[src/logic/decode_config.svh]
`ifndef DECODE_CONFIG_SVH
`define DECODE_CONFIG_SVH

// data and PC width
`define DEC_XLEN     32
// register file index width
`define DEC_REG_IDX  5

// instruction field positions
`define DEC_OPC_HI   6
`define DEC_OPC_LO   0
`define DEC_RD_HI    11
`define DEC_RD_LO    7
`define DEC_F3_HI    14
`define DEC_F3_LO    12
`define DEC_RS1_HI   19
`define DEC_RS1_LO   15
`define DEC_RS2_HI   24
`define DEC_RS2_LO   20

// selects SUB and SRA
`define DEC_ALT_BIT  30

`endif

[src/logic/decodePkg.sv]
`include "decode_config.svh"

package decodePkg;

    typedef logic [`DEC_XLEN-1:0]    word_t;
    typedef logic [`DEC_XLEN-1:0]    addr_t;
    typedef logic [`DEC_REG_IDX-1:0] regIdx_t;
    typedef logic [2:0]              funct3_t;
    typedef logic [6:0]              opcode_t;

    typedef enum logic [1:0] {
        idle,
        empty,
        full
    } stageState_t;

    typedef struct packed {
        word_t instr;
        addr_t curPc;
        addr_t nxtPc;
    } fetch_t;

    // valid high means val is an immediate, else idx names a register
    typedef struct packed {
        logic    valid;
        regIdx_t idx;
        word_t   val;
    } operand_t;

    typedef struct packed {
        word_t immI;
        word_t immS;
        word_t immB;
        word_t immU;
        word_t immJ;
    } imm_t;

    typedef struct packed {
        // unit selects
        logic       lsUse;
        logic       aluUse;
        logic       jmpUse;
        logic       ldPcUse;
        operand_t   src1;
        operand_t   src2;
        operand_t   src3;
        regIdx_t    rdIdx;
        // load/store
        logic       isMemLoad;
        logic [1:0] ldSize;
        logic       ldExtendMode;
        // alu
        logic       isAdd;
        logic       isSub;
        logic       isXor;
        logic       isOr;
        logic       isAnd;
        logic       isSlt;
        logic       isSltu;
        logic       isSll;
        logic       isSrl;
        logic       isSra;
        // jump/branch
        logic       isJalR;
        logic       isJal;
        logic       jumpExtendMode;
        logic       isEq;
        logic       isNEq;
        logic       isLt;
        logic       isGe;
        logic       isNeedPc;
        addr_t      pc;
        addr_t      nextPc;
    } uop_t;

endpackage

[src/logic/stageControl.sv]
`timescale 1ns/100ps

module stageControl (
    input  logic clk,
    input  logic rst,
    input  logic start,
    input  logic inVld,
    input  logic outRdy,
    output logic inRdy,
    output logic outVld,
    output logic load
);
    import decodePkg::*;

    stageState_t state;

    // a full stage frees its slot in the same cycle it drains
    assign inRdy  = (state == empty) || ((state == full) && outRdy);
    assign outVld = (state == full);
    assign load   = inVld && inRdy;

    always_ff @(posedge clk) begin
        if (rst) begin
            state <= idle;
        end else begin
            case (state)
                idle: begin
                    if (start) begin
                        state <= empty;
                    end
                end
                empty: begin
                    if (load) begin
                        state <= full;
                    end
                end
                full: begin
                    // load while draining keeps it full
                    if (!load && outRdy) begin
                        state <= empty;
                    end
                end
                default: begin
                    state <= idle;
                end
            endcase
        end
    end

endmodule

[src/logic/immGen.sv]
`timescale 1ns/100ps

module immGen (
    input  decodePkg::word_t instr,
    output decodePkg::imm_t  imm
);

    logic sign;

    assign sign = instr[31];

    // loads, OP-IMM and JALR
    assign imm.immI = {{20{sign}}, instr[31:20]};

    // stores
    assign imm.immS = {{20{sign}}, instr[31:25], instr[11:7]};

    // branch offsets are halfword aligned
    assign imm.immB = {
        {19{sign}},
        sign,
        instr[7],
        instr[30:25],
        instr[11:8],
        1'b0
    };

    // LUI and AUIPC
    assign imm.immU = {instr[31:12], 12'b0};

    // JAL offset, sign-extended
    assign imm.immJ = {
        {11{sign}},
        sign,
        instr[19:12],
        instr[20],
        instr[30:21],
        1'b0
    };

endmodule

[src/logic/uopDecode.sv]
`timescale 1ns/100ps
`include "decode_config.svh"

module uopDecode (
    input  logic              clk,
    input  logic              rst,
    input  logic              load,
    input  decodePkg::fetch_t fetch,
    input  decodePkg::imm_t   imm,
    output decodePkg::uop_t   uop
);
    import decodePkg::*;

    localparam opcode_t opLoad   = 7'b0000011;
    localparam opcode_t opStore  = 7'b0100011;
    localparam opcode_t opImm    = 7'b0010011;
    localparam opcode_t opReg    = 7'b0110011;
    localparam opcode_t opLui    = 7'b0110111;
    localparam opcode_t opAuipc  = 7'b0010111;
    localparam opcode_t opBranch = 7'b1100011;
    localparam opcode_t opJalr   = 7'b1100111;
    localparam opcode_t opJal    = 7'b1101111;

    opcode_t opc;
    funct3_t f3;
    regIdx_t rs1;
    regIdx_t rs2;
    regIdx_t rd;
    logic    alt;
    logic    isOpReg;
    uop_t    nxt;

    function automatic operand_t regOp(input regIdx_t idx);
        operand_t o;
        o = '0;
        o.idx = idx;
        return o;
    endfunction

    function automatic operand_t immOp(input word_t val);
        operand_t o;
        o = '0;
        o.valid = 1'b1;
        o.val = val;
        return o;
    endfunction

    assign opc     = fetch.instr[`DEC_OPC_HI:`DEC_OPC_LO];
    assign f3      = fetch.instr[`DEC_F3_HI:`DEC_F3_LO];
    assign rs1     = fetch.instr[`DEC_RS1_HI:`DEC_RS1_LO];
    assign rs2     = fetch.instr[`DEC_RS2_HI:`DEC_RS2_LO];
    assign rd      = fetch.instr[`DEC_RD_HI:`DEC_RD_LO];
    assign alt     = fetch.instr[`DEC_ALT_BIT];
    assign isOpReg = (opc == opReg);

    // unknown opcodes fall through with every unit select low
    always_comb begin
        nxt = '0;
        nxt.pc = fetch.curPc;
        nxt.nextPc = fetch.nxtPc;
        case (opc)
            opLoad, opStore: begin
                nxt.lsUse = 1'b1;
                nxt.src1 = regOp(rs1);
                nxt.isMemLoad = (opc == opLoad);
                nxt.ldSize = f3[1:0];
                nxt.ldExtendMode = f3[2];
                if (opc == opLoad) begin
                    nxt.src3 = immOp(imm.immI);
                    nxt.rdIdx = rd;
                end else begin
                    nxt.src2 = regOp(rs2);
                    nxt.src3 = immOp(imm.immS);
                end
            end
            opImm, opReg: begin
                nxt.aluUse = 1'b1;
                nxt.src1 = regOp(rs1);
                nxt.src2 = isOpReg ? regOp(rs2) : immOp(imm.immI);
                nxt.rdIdx = rd;
                nxt.isSub = (f3 == 3'b000) && isOpReg && alt;
                nxt.isAdd = (f3 == 3'b000) && !(isOpReg && alt);
                nxt.isXor = (f3 == 3'b100);
                nxt.isOr = (f3 == 3'b110);
                nxt.isAnd = (f3 == 3'b111);
                nxt.isSlt = (f3 == 3'b010);
                nxt.isSltu = (f3 == 3'b011);
                nxt.isSll = (f3 == 3'b001);
                nxt.isSrl = (f3 == 3'b101) && !alt;
                nxt.isSra = (f3 == 3'b101) && alt;
            end
            opLui, opAuipc: begin
                nxt.ldPcUse = 1'b1;
                nxt.src2 = immOp(imm.immU);
                nxt.rdIdx = rd;
                nxt.isNeedPc = (opc == opAuipc);
            end
            opBranch: begin
                nxt.jmpUse = 1'b1;
                nxt.src1 = regOp(rs1);
                nxt.src2 = regOp(rs2);
                nxt.src3 = immOp(imm.immB);
                // unsigned compare for bltu/bgeu
                nxt.jumpExtendMode = f3[1];
                nxt.isEq = (f3 == 3'b000);
                nxt.isNEq = (f3 == 3'b001);
                nxt.isLt = (f3 == 3'b100) || (f3 == 3'b110);
                nxt.isGe = (f3 == 3'b101) || (f3 == 3'b111);
            end
            opJalr: begin
                nxt.jmpUse = 1'b1;
                nxt.isJalR = 1'b1;
                nxt.src1 = regOp(rs1);
                nxt.src2 = immOp(imm.immI);
                nxt.rdIdx = rd;
            end
            opJal: begin
                nxt.jmpUse = 1'b1;
                nxt.isJal = 1'b1;
                nxt.src1 = immOp('0);
                nxt.src2 = immOp(imm.immJ);
                nxt.rdIdx = rd;
            end
            default: begin
                nxt.lsUse = 1'b0;
            end
        endcase
    end

    always_ff @(posedge clk) begin
        if (rst) begin
            uop <= '0;
        end else if (load) begin
            uop <= nxt;
        end
    end

endmodule

[src/logic/decodeTop.sv]
`timescale 1ns/100ps

module decodeTop (
    input  logic              clk,
    input  logic              rst,
    input  logic              start,
    input  logic              inVld,
    input  decodePkg::fetch_t fetch,
    input  logic              outRdy,
    output logic              inRdy,
    output logic              outVld,
    output decodePkg::uop_t   uop
);
    import decodePkg::*;

    logic load;
    imm_t imm;

    stageControl ctrl (
        .clk    (clk),
        .rst    (rst),
        .start  (start),
        .inVld  (inVld),
        .outRdy (outRdy),
        .inRdy  (inRdy),
        .outVld (outVld),
        .load   (load)
    );

    immGen immUnit (
        .instr (fetch.instr),
        .imm   (imm)
    );

    // decode and output register
    uopDecode dec (
        .clk   (clk),
        .rst   (rst),
        .load  (load),
        .fetch (fetch),
        .imm   (imm),
        .uop   (uop)
    );

endmodule

[config.mk]
export PLATFORM = sky130hd
export DESIGN_NAME = decodeTop
export DESIGN_NICKNAME = d
export VERILOG_FILES = /design/src/logic/decodePkg.sv /design/src/logic/stageControl.sv /design/src/logic/immGen.sv /design/src/logic/uopDecode.sv /design/src/logic/decodeTop.sv
export VERILOG_INCLUDE_DIRS = /design/src /design/src/logic
export SDC_FILE = /design/constraint.sdc
export NUM_CORES = 1
export LEC_CHECK = 0
export ABC_AREA = 1
export BUFFER_PORTS_ARGS = -buffer_cell sky130_fd_sc_hd__buf_4
export CELL_PAD_IN_SITES_DETAIL_PLACEMENT = 1
export CELL_PAD_IN_SITES_GLOBAL_PLACEMENT = 1
export CORE_MARGIN = 8
export CORE_UTILIZATION = 35
export DETAILED_ROUTE_END_ITERATION = 12
export PLACE_DENSITY = 0.84
export RECOVER_POWER = 100
export SLEW_MARGIN = 20
export SYNTH_ARGS = -nofsm -noshare
export SYNTH_HDL_FRONTEND = slang
export SYNTH_HIERARCHICAL = 1
export SYNTH_SLANG_ARGS = --single-unit
[constraint.sdc]
create_clock -name clk -period 1.95 [get_ports clk]
set_input_delay 0.39 -clock clk [delete_from_list [all_inputs] [get_ports clk]]
set_output_delay 0.39 -clock clk [all_outputs]
set_load 0.02 [all_outputs]
# Word level (Yosys, flattened, before mapping)
# Cells that the tools add are included.
op_classes:
  reduce_logical: 24
  mux: 22
  n_eq_ne: 21
op_table:
  columns: ["cell", "n"]
  rows:
  - ["38-bit case mux with 6 select lines", 1]
  - ["38-bit case mux with 2 select lines", 2]
  - ["38-bit 2-to-1 mux", 1]
  - ["37-bit 2-to-1 mux", 1]
  - ["7-bit by 6-bit equality test with 1-bit output (second input constant)", 3]
  - ["7-bit equality test (second input constant)", 3]
  - ["5-bit 2-to-1 mux", 3]
  - ["7-bit by 5-bit equality test with 1-bit output (second input constant)", 2]
  - ["3-bit equality test (second input constant)", 4]
  - ["6-bit OR reduction", 2]
  - ["10-bit 2-to-1 mux", 1]
  - ["5-bit case mux with 2 select lines", 1]
  - ["1-bit logical AND", 9]
  - ["7-bit by 2-bit equality test with 1-bit output (second input constant)", 1]
  - ["1-bit 2-to-1 mux", 7]
  - ["3-bit by 2-bit equality test with 1-bit output (second input constant)", 2]
  - ["2-bit 2-to-1 mux", 3]
  - ["2-bit case mux with 3 select lines", 1]
  - ["2-bit OR reduction", 3]
  - ["4-bit 2-to-1 mux", 1]
  - ["2-bit by 1-bit inequality test with 1-bit output (second input constant)", 2]
  - ["3-bit by 1-bit equality test with 1-bit output (second input constant)", 1]
  - ["1-bit zero test", 3]
  - ["3-bit zero test", 1]
  - ["other kinds (7)", 9]
word_totals:
  inputBits: 101
  reg_bits: 211
  out_inout_bits: 211

# Logic depth before layout (Yosys ltp)
# Gate-level depths: netlist of the first run.
logic_depth:
  word_depth: 8
  ltp_mapped: 12
  ltp_nobuf: 10

# Hierarchy
# The synthesis of the first run kept the hierarchy.
by_module_without_submodules:
  columns: ["module", "cells_each", "instances", "area_per_inst_um2", "seq_area_each_um2"]
  rows:
  - ["uopDecode", 1201, 1, 7998.9, 3443.3]
  - ["immGen", 161, 1, 1204.9, 0.0]
  - ["stageControl", 20, 1, 113.9, 40.0]

# Worst setup path before layout of the first run
# OpenSTA, ideal clock, no wires.
synth_timing:
  kind: "register -> register"
  start: "reg ctrl.state[1]"
  end: "reg dec/uop[85] (netlist name)"
  period_less_slack_ns: 1.839
  t_arrival_ns: 1.711
  stages_incl_launch_ff: 11
  path_slack_ns: 0.111
  path_buffers: 3
  setup_ns: 0.128
  cell_sequence: "dfxtp_1 inv_1 nor2_2 nand2_1 a21oi_1 clkbuf_1 inv_1 buf_2 clkbuf_1 a22oi_1 nor2_1"
synth_between:
  elab_chain_cells: 4
  word_cells_on_any_way: 5
  classes_between: "eq/ne: 2; reduce/logical: 3"
synth_rtl:
  columns: ["item", "line", "rtl"]
  rows:
  - ["from (decl)", "stageControl.sv:15", "stageState_t state;"]
  - ["from (signal assigned)", "stageControl.sv:24", "state <= idle;"]
  - ["from (signal assigned)", "stageControl.sv:29", "state <= empty;"]
  - ["from (signal assigned)", "stageControl.sv:34", "state <= full;"]
  - ["2-bit equality test", null, null]
  - ["via outVld", "decodeTop.sv:11", "output logic outVld,"]
  - ["1-bit logical AND", "stageControl.sv:18", "assign inRdy = (state == empty) || ((state == full) && outRdy);"]
  - ["1-bit logical OR", "stageControl.sv:18", null]
  - ["1-bit logical AND", "stageControl.sv:20", "assign load = inVld && inRdy;"]
  - ["via load", "decodeTop.sv:16", "logic load;"]
# The timed path passes the listed nets, and every way through them passes these cells.
# A chain may end at the register's enable or synchronous reset.

# Worst setup path after layout of the first run
layout_timing:
  start: "reg ctrl.state[1]"
  end: "out inRdy"
layout_between:
  elab_chain_cells: 3
  word_cells_on_any_way: 4
  classes_between: "eq/ne: 2; reduce/logical: 2"
layout_rtl:
  columns: ["item", "line", "rtl"]
  rows:
  - ["2-bit equality test", "stageControl.sv:18", null]
  - ["1-bit logical AND", "stageControl.sv:18", null]
  - ["1-bit logical OR *", "stageControl.sv:18", null]
  - ["to (decl)", "decodeTop.sv:10", "output logic inRdy,"]
# Every way passes the cells marked *; elsewhere a longest branch is shown, timed or not.

==> results.sh, run 1 <==
export IMPL_status="complete, no violations"
export IMPL_maxSlewHeadroom=0.630
export IMPL_gp_congestion=0.791
export IMPL_hold_buffers=0
export IMPL_wl_met3_mm=1.59
export IMPL_finalWirelength_mm=33.1
export IMPL_worstRegToRegCells=8
export IMPL_final_min_clock_period_ns=1.78
export IMPL_dr_pass1_iters=5
export IMPL_syn_inst=1382
export IMPL_cts_buffers=17
export IMPL_yosys_top_cells_area="dfxtp_1 (37%), buf_4 (16%), nand2_1 (13%)"
export IMPL_grt_remaining_overflow=0
export IMPL_num_vias=9003
export IMPL_initial_core_util=0.357
export IMPL_final_layout_size_suffix_gt1_frac=0.129
export IMPL_min_period_over_period=0.913
export IMPL_viasPerCell=4.92
export IMPL_slew_violations=0
export IMPL_sw_frac_of_total=0.309
export IMPL_multi_input_area_mm2=0.00400
export IMPL_synth_cell_types=24
export IMPL_drc=0
export IMPL_synth_seq_cells=174
export IMPL_num_antenna_cells=0
export IMPL_die_x_um=179
export IMPL_register_area_mm2=0.00348
export IMPL_dp_hpwl_mm=24.1
export IMPL_worstSkewPairLatency_ns=0.43
export IMPL_ioPinCount=312
export IMPL_yosysTopAreaCell="dfxtp_1"
export IMPL_wl_per_cell_um=18.1
export IMPL_critical_path_required_ns=1.56
export IMPL_rsz0062_at_grt="no"
export IMPL_grt_pass1_vias=8929
export IMPL_power_internal_w=0.00591
export IMPL_grt_max_degree=98
export IMPL_ant_nets=0
export IMPL_layout_nets=1584
export IMPL_cp_arrival_ns=1.39
export IMPL_top_layer_used="met5"
export IMPL_switchingPower_w=0.00264
export IMPL_p_comb_frac=0.140
export IMPL_yosysTopAreaCellShare=0.374
export IMPL_antenna_found_initial=1
export IMPL_area_growth_pct=14.2
export IMPL_wl_met2_mm=16.3
export IMPL_fin_worst_skew_ns=0.0130
export IMPL_synth_cell_area_mm2=0.00932
export IMPL_clock_path_buffers=2
export IMPL_track_usage=0.194
export IMPL_cts_tree="done"
export IMPL_cts_reportedPaths_clkPinSlew_ns=0.08
export IMPL_yosysWarnings=6
export IMPL_htreeDepth=4
export IMPL_hold_depth=3
export IMPL_core_region_area_mm2=0.0261
export IMPL_fin_util=0.407
export IMPL_grt_pass1_wl_mm=49.1
export IMPL_numPortBuffers=274
export IMPL_num_rows=59
export IMPL_critPathLaunchType="flip-flop"
export IMPL_setup_viol=0
export IMPL_fillers=3422
export IMPL_worst_slew_pin_slew_ns=0.555
export IMPL_ys_seq_area_frac=0.374
export IMPL_cts_sinks=174
export IMPL_ir_worst_vdd_mv=0.582
export IMPL_ys_flop_type="dfxtp_1"
export IMPL_p_leak_nw=4.50
export IMPL_wl_met1_mm=14.1
export IMPL_end_kind="primary output"
export IMPL_p_per_area_mw_per_mm2=804
export IMPL_seqPwrFrac=0.438
export IMPL_max_freq_mhz=562
export IMPL_fin_hold_ws_ns=0.168
export IMPL_finalHoldViolCount=0
export IMPL_synthArstFlopShare=0
export IMPL_root_buffer="clkbuf_16"
export IMPL_fin_setup_tns_ns=0
export IMPL_p_clk_frac=0.422
export IMPL_drtIter0Drc=453
export IMPL_synth_avg_cell_area_um2=6.74
export IMPL_holdCritPathClass="in -> reg"
export IMPL_die_area_mm2=0.0321
export IMPL_synth_edf_count=0
export IMPL_crit_fanout=3
export IMPL_drv_cap=0
export IMPL_die_height_um=179
export IMPL_criticalPathCategory="reg -> out"
worst paths after layout:
check / startpoint / end / slack [ns]
min: fetch[7] / dec/uop[7]$_SDFFE_PP0P_ / 0.17
max reg2reg: ctrl/state[1]$_SDFFE_PP0P_ / dec/uop[119]$_SDFFE_PP0P_ / 0.18
max: ctrl/state[1]$_SDFFE_PP0P_ / inRdy / 0.17
min reg2reg: dec/uop[107]$_SDFFE_PP0P_ / dec/uop[107]$_SDFFE_PP0P_ / 0.46
synthesized netlist by cell type (2+ instances only):
cell type    n
nand3_1    175
buf_1       14
nand3b_1     2
buf_2       25
conb_1       2
nor2_4       2
nor2_1     154
nand2_1    332
buf_4      200
and3_1       2
inv_1       52
a21oi_1    105
o21ai_0     79
nor2_2       4
clkbuf_1    46
dfxtp_1    174
nand4_1      4
inv_2        3
a31oi_1      2
routing by layer:
| layer | track usage | up-vias |
|---|---|---|
| met2 | 0.329 | 237 |
| met5 | 0 | - |
| met4 | 0.0892 | 2 |
| met1 | 0.234 | 4322 |
| met3 | 0.0398 | 61 |
| li1 | - | 4381 |
area by class of cell:
type / count / area share
Clock buffer: 17 / 0.0400
Clock inverter: 15 / 0.0198
Inverter: 55 / 0.0194
Multi-Input combinational cell: 917 / 0.376
Sequential cell: 174 / 0.327
Tap cell: 335 / 0.0394
Timing Repair Buffer: 318 / 0.178
power by group through the flow:
stage,clock network [W],logic (W),registers [W]
6_report,0.00361,0.00120,0.00374
3_3_place_gp,0,0.00126,0.00382
3_5_place_dp,0,0.00129,0.00383
2_1_floorplan,0,0.000762,0.00398
5_1_grt,0.00386,0.00130,0.00376
4_1_cts,0.00372,0.00129,0.00375
flip-flops by register name, indices dropped and copies added (netlist names):
register	count
ctrl/state	2
dec/uop	172
worst max-delay path: stages, from the launching register on:
cell	delay, ns
dfxtp_1	0.34
inv_1	0.07
nor2_2	0.14
nand2_2	0.09
nand2_1	0.08
clkbuf_1	0.24
stage by stage:
stage	power (W)	setup WS [ns]	area, um^2	instances
finish	0.00856	0.169	10600	1831
global route	0.00892	0.0187	10600	1831
CTS	0.00876	0.0247	11300	1828
detailed placement	0.00512	0.0642	10600	1796
global placement	0.00508	0.122	10600	1796
floorplan	0.00474	0.111	9500	1431
layout by cell type (no fill, tap or decap), drive strengths merged:
cell / count
nor3: 1
nor4: 1
conb: 51
dfxtp: 174
a31oi: 2
nor2: 160
inv: 61
o21ai: 79
and3: 2
a22oi: 1
clkinv: 8
nand3b: 2
clkbuf: 195
nand2: 333
nand4: 4
a21oi: 105
buf: 140
bufinv: 1
nand3: 176
logic make-up (layout without fill, tap and decap cells):
kind of cell / count (synthesis) / count (layout) / share of synthesized area
and+or+nand+nor: 679 / 679 / 0.303
buffers and inverters: 340 / 405 / 0.221
AOI/OAI and AO/OA: 187 / 187 / 0.101
DFF: 174 / 174 / 0.374
other: 2 / 51 / 0.000806
what timing repair did:
action,4_1_cts,5_1_grt
resized for setup,0,4
setup endpoints to repair,0,37
buffers inserted,0,1
Note: power is estimated with default switching activity, not from simulation.
==> inputs of run 2 (changes only) <==
- ABC_AREA: 1 -> not set
- CORE_MARGIN: 8 -> not set
- CORE_UTILIZATION: 35 -> 37
==> run 2 against run 1 <==
  * Sequential power hardly changed
  * Utilization rose by 3.6 points
  * Synthesized cell count decreased by 30%
  * Non-clock buffer count down 5
  * Combinational power hardly changed
  * Register-to-register slack worse by 0.13 ns
  * Critical endpoint is now dec/uop[117]$_SDFFE_PP0P_
  * Largest power group unchanged
  * Critical path type is now reg -> reg
  * Die area fell by 24%
==> results.sh, run 2 <==
export IMPL_track_usage=0.223
export IMPL_worstSkewPairLatency_ns=0.44
export IMPL_worst_slew_pin_slew_ns=0.662
export IMPL_synth_edf_count=0
export IMPL_dp_cells=1381
export IMPL_syn_inst=970
export IMPL_yosysWarnings=6
export IMPL_maxSlewHeadroom=0.559
export IMPL_switchingPower_w=0.00258
export IMPL_antenna_found_initial=0
export IMPL_hold_depth=3
export IMPL_layout_common_cells="dfxtp_1 (172), clkbuf_1 (172), buf_4 (128)"
export IMPL_regToRegStartpoint="ctrl/state[0]$_SDFFE_PP0P_"
export IMPL_fin_cells=1415
export IMPL_use_met2=0.408
export IMPL_synth_most_common_cell="buf_4"
export IMPL_crit_fanout=7
export IMPL_drc=0
export IMPL_num_vias=7169
export IMPL_p_leak_nw=3.73
export IMPL_fin_setup_tns_ns=0
export IMPL_dr_pass1_iters=7
export IMPL_synthSimpleGateAreaFrac=0.134
export IMPL_cts_reportedPaths_clkPinSlew_ns=0.08
export IMPL_initial_core_util=0.382
export IMPL_use_met3=0.0694
export IMPL_ff2ff_setup_slack_ns=0.05
export IMPL_dp_hpwl_mm=19.9
export IMPL_crit_start="ctrl/state[0]$_SDFFE_PP0P_"
export IMPL_synth_compound_area_frac=0.149
export IMPL_critPathLaunchType="flip-flop"
export IMPL_p_per_area_mw_per_mm2=845
export IMPL_synthMuxAreaShare=0.116
export IMPL_finalWirelength_mm=27.4
export IMPL_grt_busiest_layer="met2"
export IMPL_die_x_um=156
export IMPL_seqPwrFrac=0.435
export IMPL_r2r_end="dec/uop[117]$_SDFFE_PP0P_"
export IMPL_die_area_mm2=0.0243
export IMPL_synth_top_family_by_area="buffers and inverters"
export IMPL_cp_arrival_ns=2.27
export IMPL_synth_cell_area_mm2=0.00876
export IMPL_ir_worst_vdd_mv=0.538
export IMPL_cts_tree="done"
export IMPL_synth_seq_cells=174
export IMPL_die_height_um=156
export IMPL_pre_cts_slack_ns=-0.0382
export IMPL_grtUsageMet1=0.243
export IMPL_synth_xor_area_frac=0
export IMPL_registers_top_by_ff_count="dec/uop"
export IMPL_numPortBuffers=274
export IMPL_core_region_area_mm2=0.0229
export IMPL_grt_max_degree=63
export IMPL_critical_path_required_ns=2.32
export IMPL_synth_cell_types=52
export IMPL_htreeDepth=4
export IMPL_ioPinCount=312
export IMPL_end_kind="flip-flop"
export IMPL_worstRegToRegCells=7
export IMPL_cts_buffers=17
export IMPL_max_freq_mhz=526
export IMPL_yosysTopAreaCellShare=0.397
export IMPL_fin_worst_skew_ns=0.0110
export IMPL_ant_nets=0
export IMPL_criticalPathCategory="reg -> reg"
export IMPL_gp_congestion=0.793
export IMPL_yosysTopAreaCell="dfxtp_1"
export IMPL_setup_viol=0
export IMPL_clock_path_buffers=2
export IMPL_synthArstFlopShare=0
export IMPL_drtIter0Drc=507
export IMPL_holdPathEnd="dec/uop[9]$_SDFFE_PP0P_"
export IMPL_yosys_top_cells_count="buf_4 (199), dfxtp_1 (174), nor2_1 (110), nand2_1 (91), mux2i_1 (73)"
export IMPL_num_antenna_cells=0
export IMPL_p_clk_frac=0.425
export IMPL_yosys_top_cells_area="dfxtp_1 (40%), buf_4 (17%), mux2i_1 (8.3%)"
export IMPL_grt_remaining_overflow=0
export IMPL_synth_avg_cell_area_um2=9.03
export IMPL_wl_per_cell_um=19.4
export IMPL_largest_register_ffs=172
export IMPL_status="complete, no violations"
export IMPL_min_period_over_period=0.974
export IMPL_num_rows=55
export IMPL_final_min_clock_period_ns=1.90
export IMPL_cts_sinks=174
export IMPL_slew_violations=0
export IMPL_ys_seq_area_frac=0.397
export IMPL_area_growth_pct=16.0
export IMPL_hp_start="fetch[9]"
export IMPL_ys_flop_type="dfxtp_1"
export IMPL_largestRegisters="dec/uop (172), ctrl/state (2)"
export IMPL_power_internal_w=0.00600
export IMPL_drv_cap=0
export IMPL_synthAdderAreaFrac=0
export IMPL_setup_ws_ns=0.0504
export IMPL_layout_nets=1190
export IMPL_p_comb_frac=0.140
export IMPL_finalHoldViolCount=0
export IMPL_viasPerCell=5.07
export IMPL_grt_pass1_wl_mm=41.6
export IMPL_holdCritPathClass="in -> reg"
export IMPL_final_layout_size_suffix_gt1_frac=0.201
export IMPL_root_buffer="clkbuf_16"
export IMPL_sw_frac_of_total=0.301
export IMPL_grt_pass1_vias=7300
[run 2: changes by cell type in the layout (fill, tap and decap cells not counted), moves of 28 or more]
cell,before,now
a222oi_1,0,28
nand3_1,175,8
a22oi_1,1,38
a21oi_1,104,21
inv_1,50,4
nor2_1,151,108
mux2i_1,0,72
nand2_1,331,91
o21ai_0,79,6
[run 2: cells by family (layout without fill, tap and decap cells)]
logic type      after synthesis  count (layout)
compound gates              162             162
buf+inv                     268             351
flops                       174             174
mux                          98              98
other cells                   2              51
simple gates                266             266
[run 2: metal layers]
layer,up-vias,wire length [um],part of all wire
met5,-,0,0
met4,0,514,0.019
met1,3489,10700,0.39
met3,32,1830,0.067
met2,237,14400,0.52
li1,3411,-,-
[run 2: power groups by stage]
stage | combinational, W | sequential [W] | clock, W
after detailed placement | 0.00129 | 0.00382 | 0
after global routing | 0.00130 | 0.00375 | 0.00389
after CTS | 0.00129 | 0.00374 | 0.00374
after floorplan | 0.000844 | 0.00394 | 0
final | 0.00120 | 0.00373 | 0.00365
after global placement | 0.00125 | 0.00381 | 0
[run 2: worst max-delay path, stage by stage (launching register included)]
cell and delay (ns):
dfxtp_4 0.39, mux2i_4 0.23, and2_4 0.21, nand2b_4 0.08, or3_4 0.37, a211oi_4 0.27
buf_6 0.17, a22o_1 0.12
[run 2: repair_timing]
item,4_1_cts,5_1_grt
setup endpoints to repair,2,31
gates cloned,0,0
setup buffers,0,2
pin swaps,1,2
gates resized for setup,1,8
hold buffers,0,0
[run 2: layout make-up]
cell class	instances	area, um^2
inverter	6	22.5
sequential	174	3490
multi-input combinational	577	3750
clock inverter	15	218
fill	2740	12700
tap	313	392
clock buffer	17	425
timing repair buffer	313	1870
[run 2: worst max-delay path by stage]
| stage | to | slack (ns) |
|---|---|---|
| after floorplan | dec/uop[154]$_SDFFE_PP0P_ | 0.06 |
| after global placement | dec/uop[118]$_SDFFE_PP0P_ | 0.006 |
| after detailed placement | dec/uop[120]$_SDFFE_PP0P_ | -0.04 |
| after CTS | dec/uop[82]$_SDFFE_PP0P_ | 0.01 |
| after global routing | dec/uop[73]$_SDFFE_PP0P_ | -0.004 |
| final | dec/uop[117]$_SDFFE_PP0P_ | 0.05 |
[run 2: metrics by stage]
stage	total power (W)	utilization	hold WS, ns	area, um^2
after floorplan	0.00479	-	0.447	8970
after global placement	0.00507	0.441	0.441	10100
after detailed placement	0.00511	0.441	0.449	10100
after CTS	0.00878	0.470	0.165	10800
after global routing	0.00893	0.444	0.165	10200
final	0.00859	0.444	0.183	10200
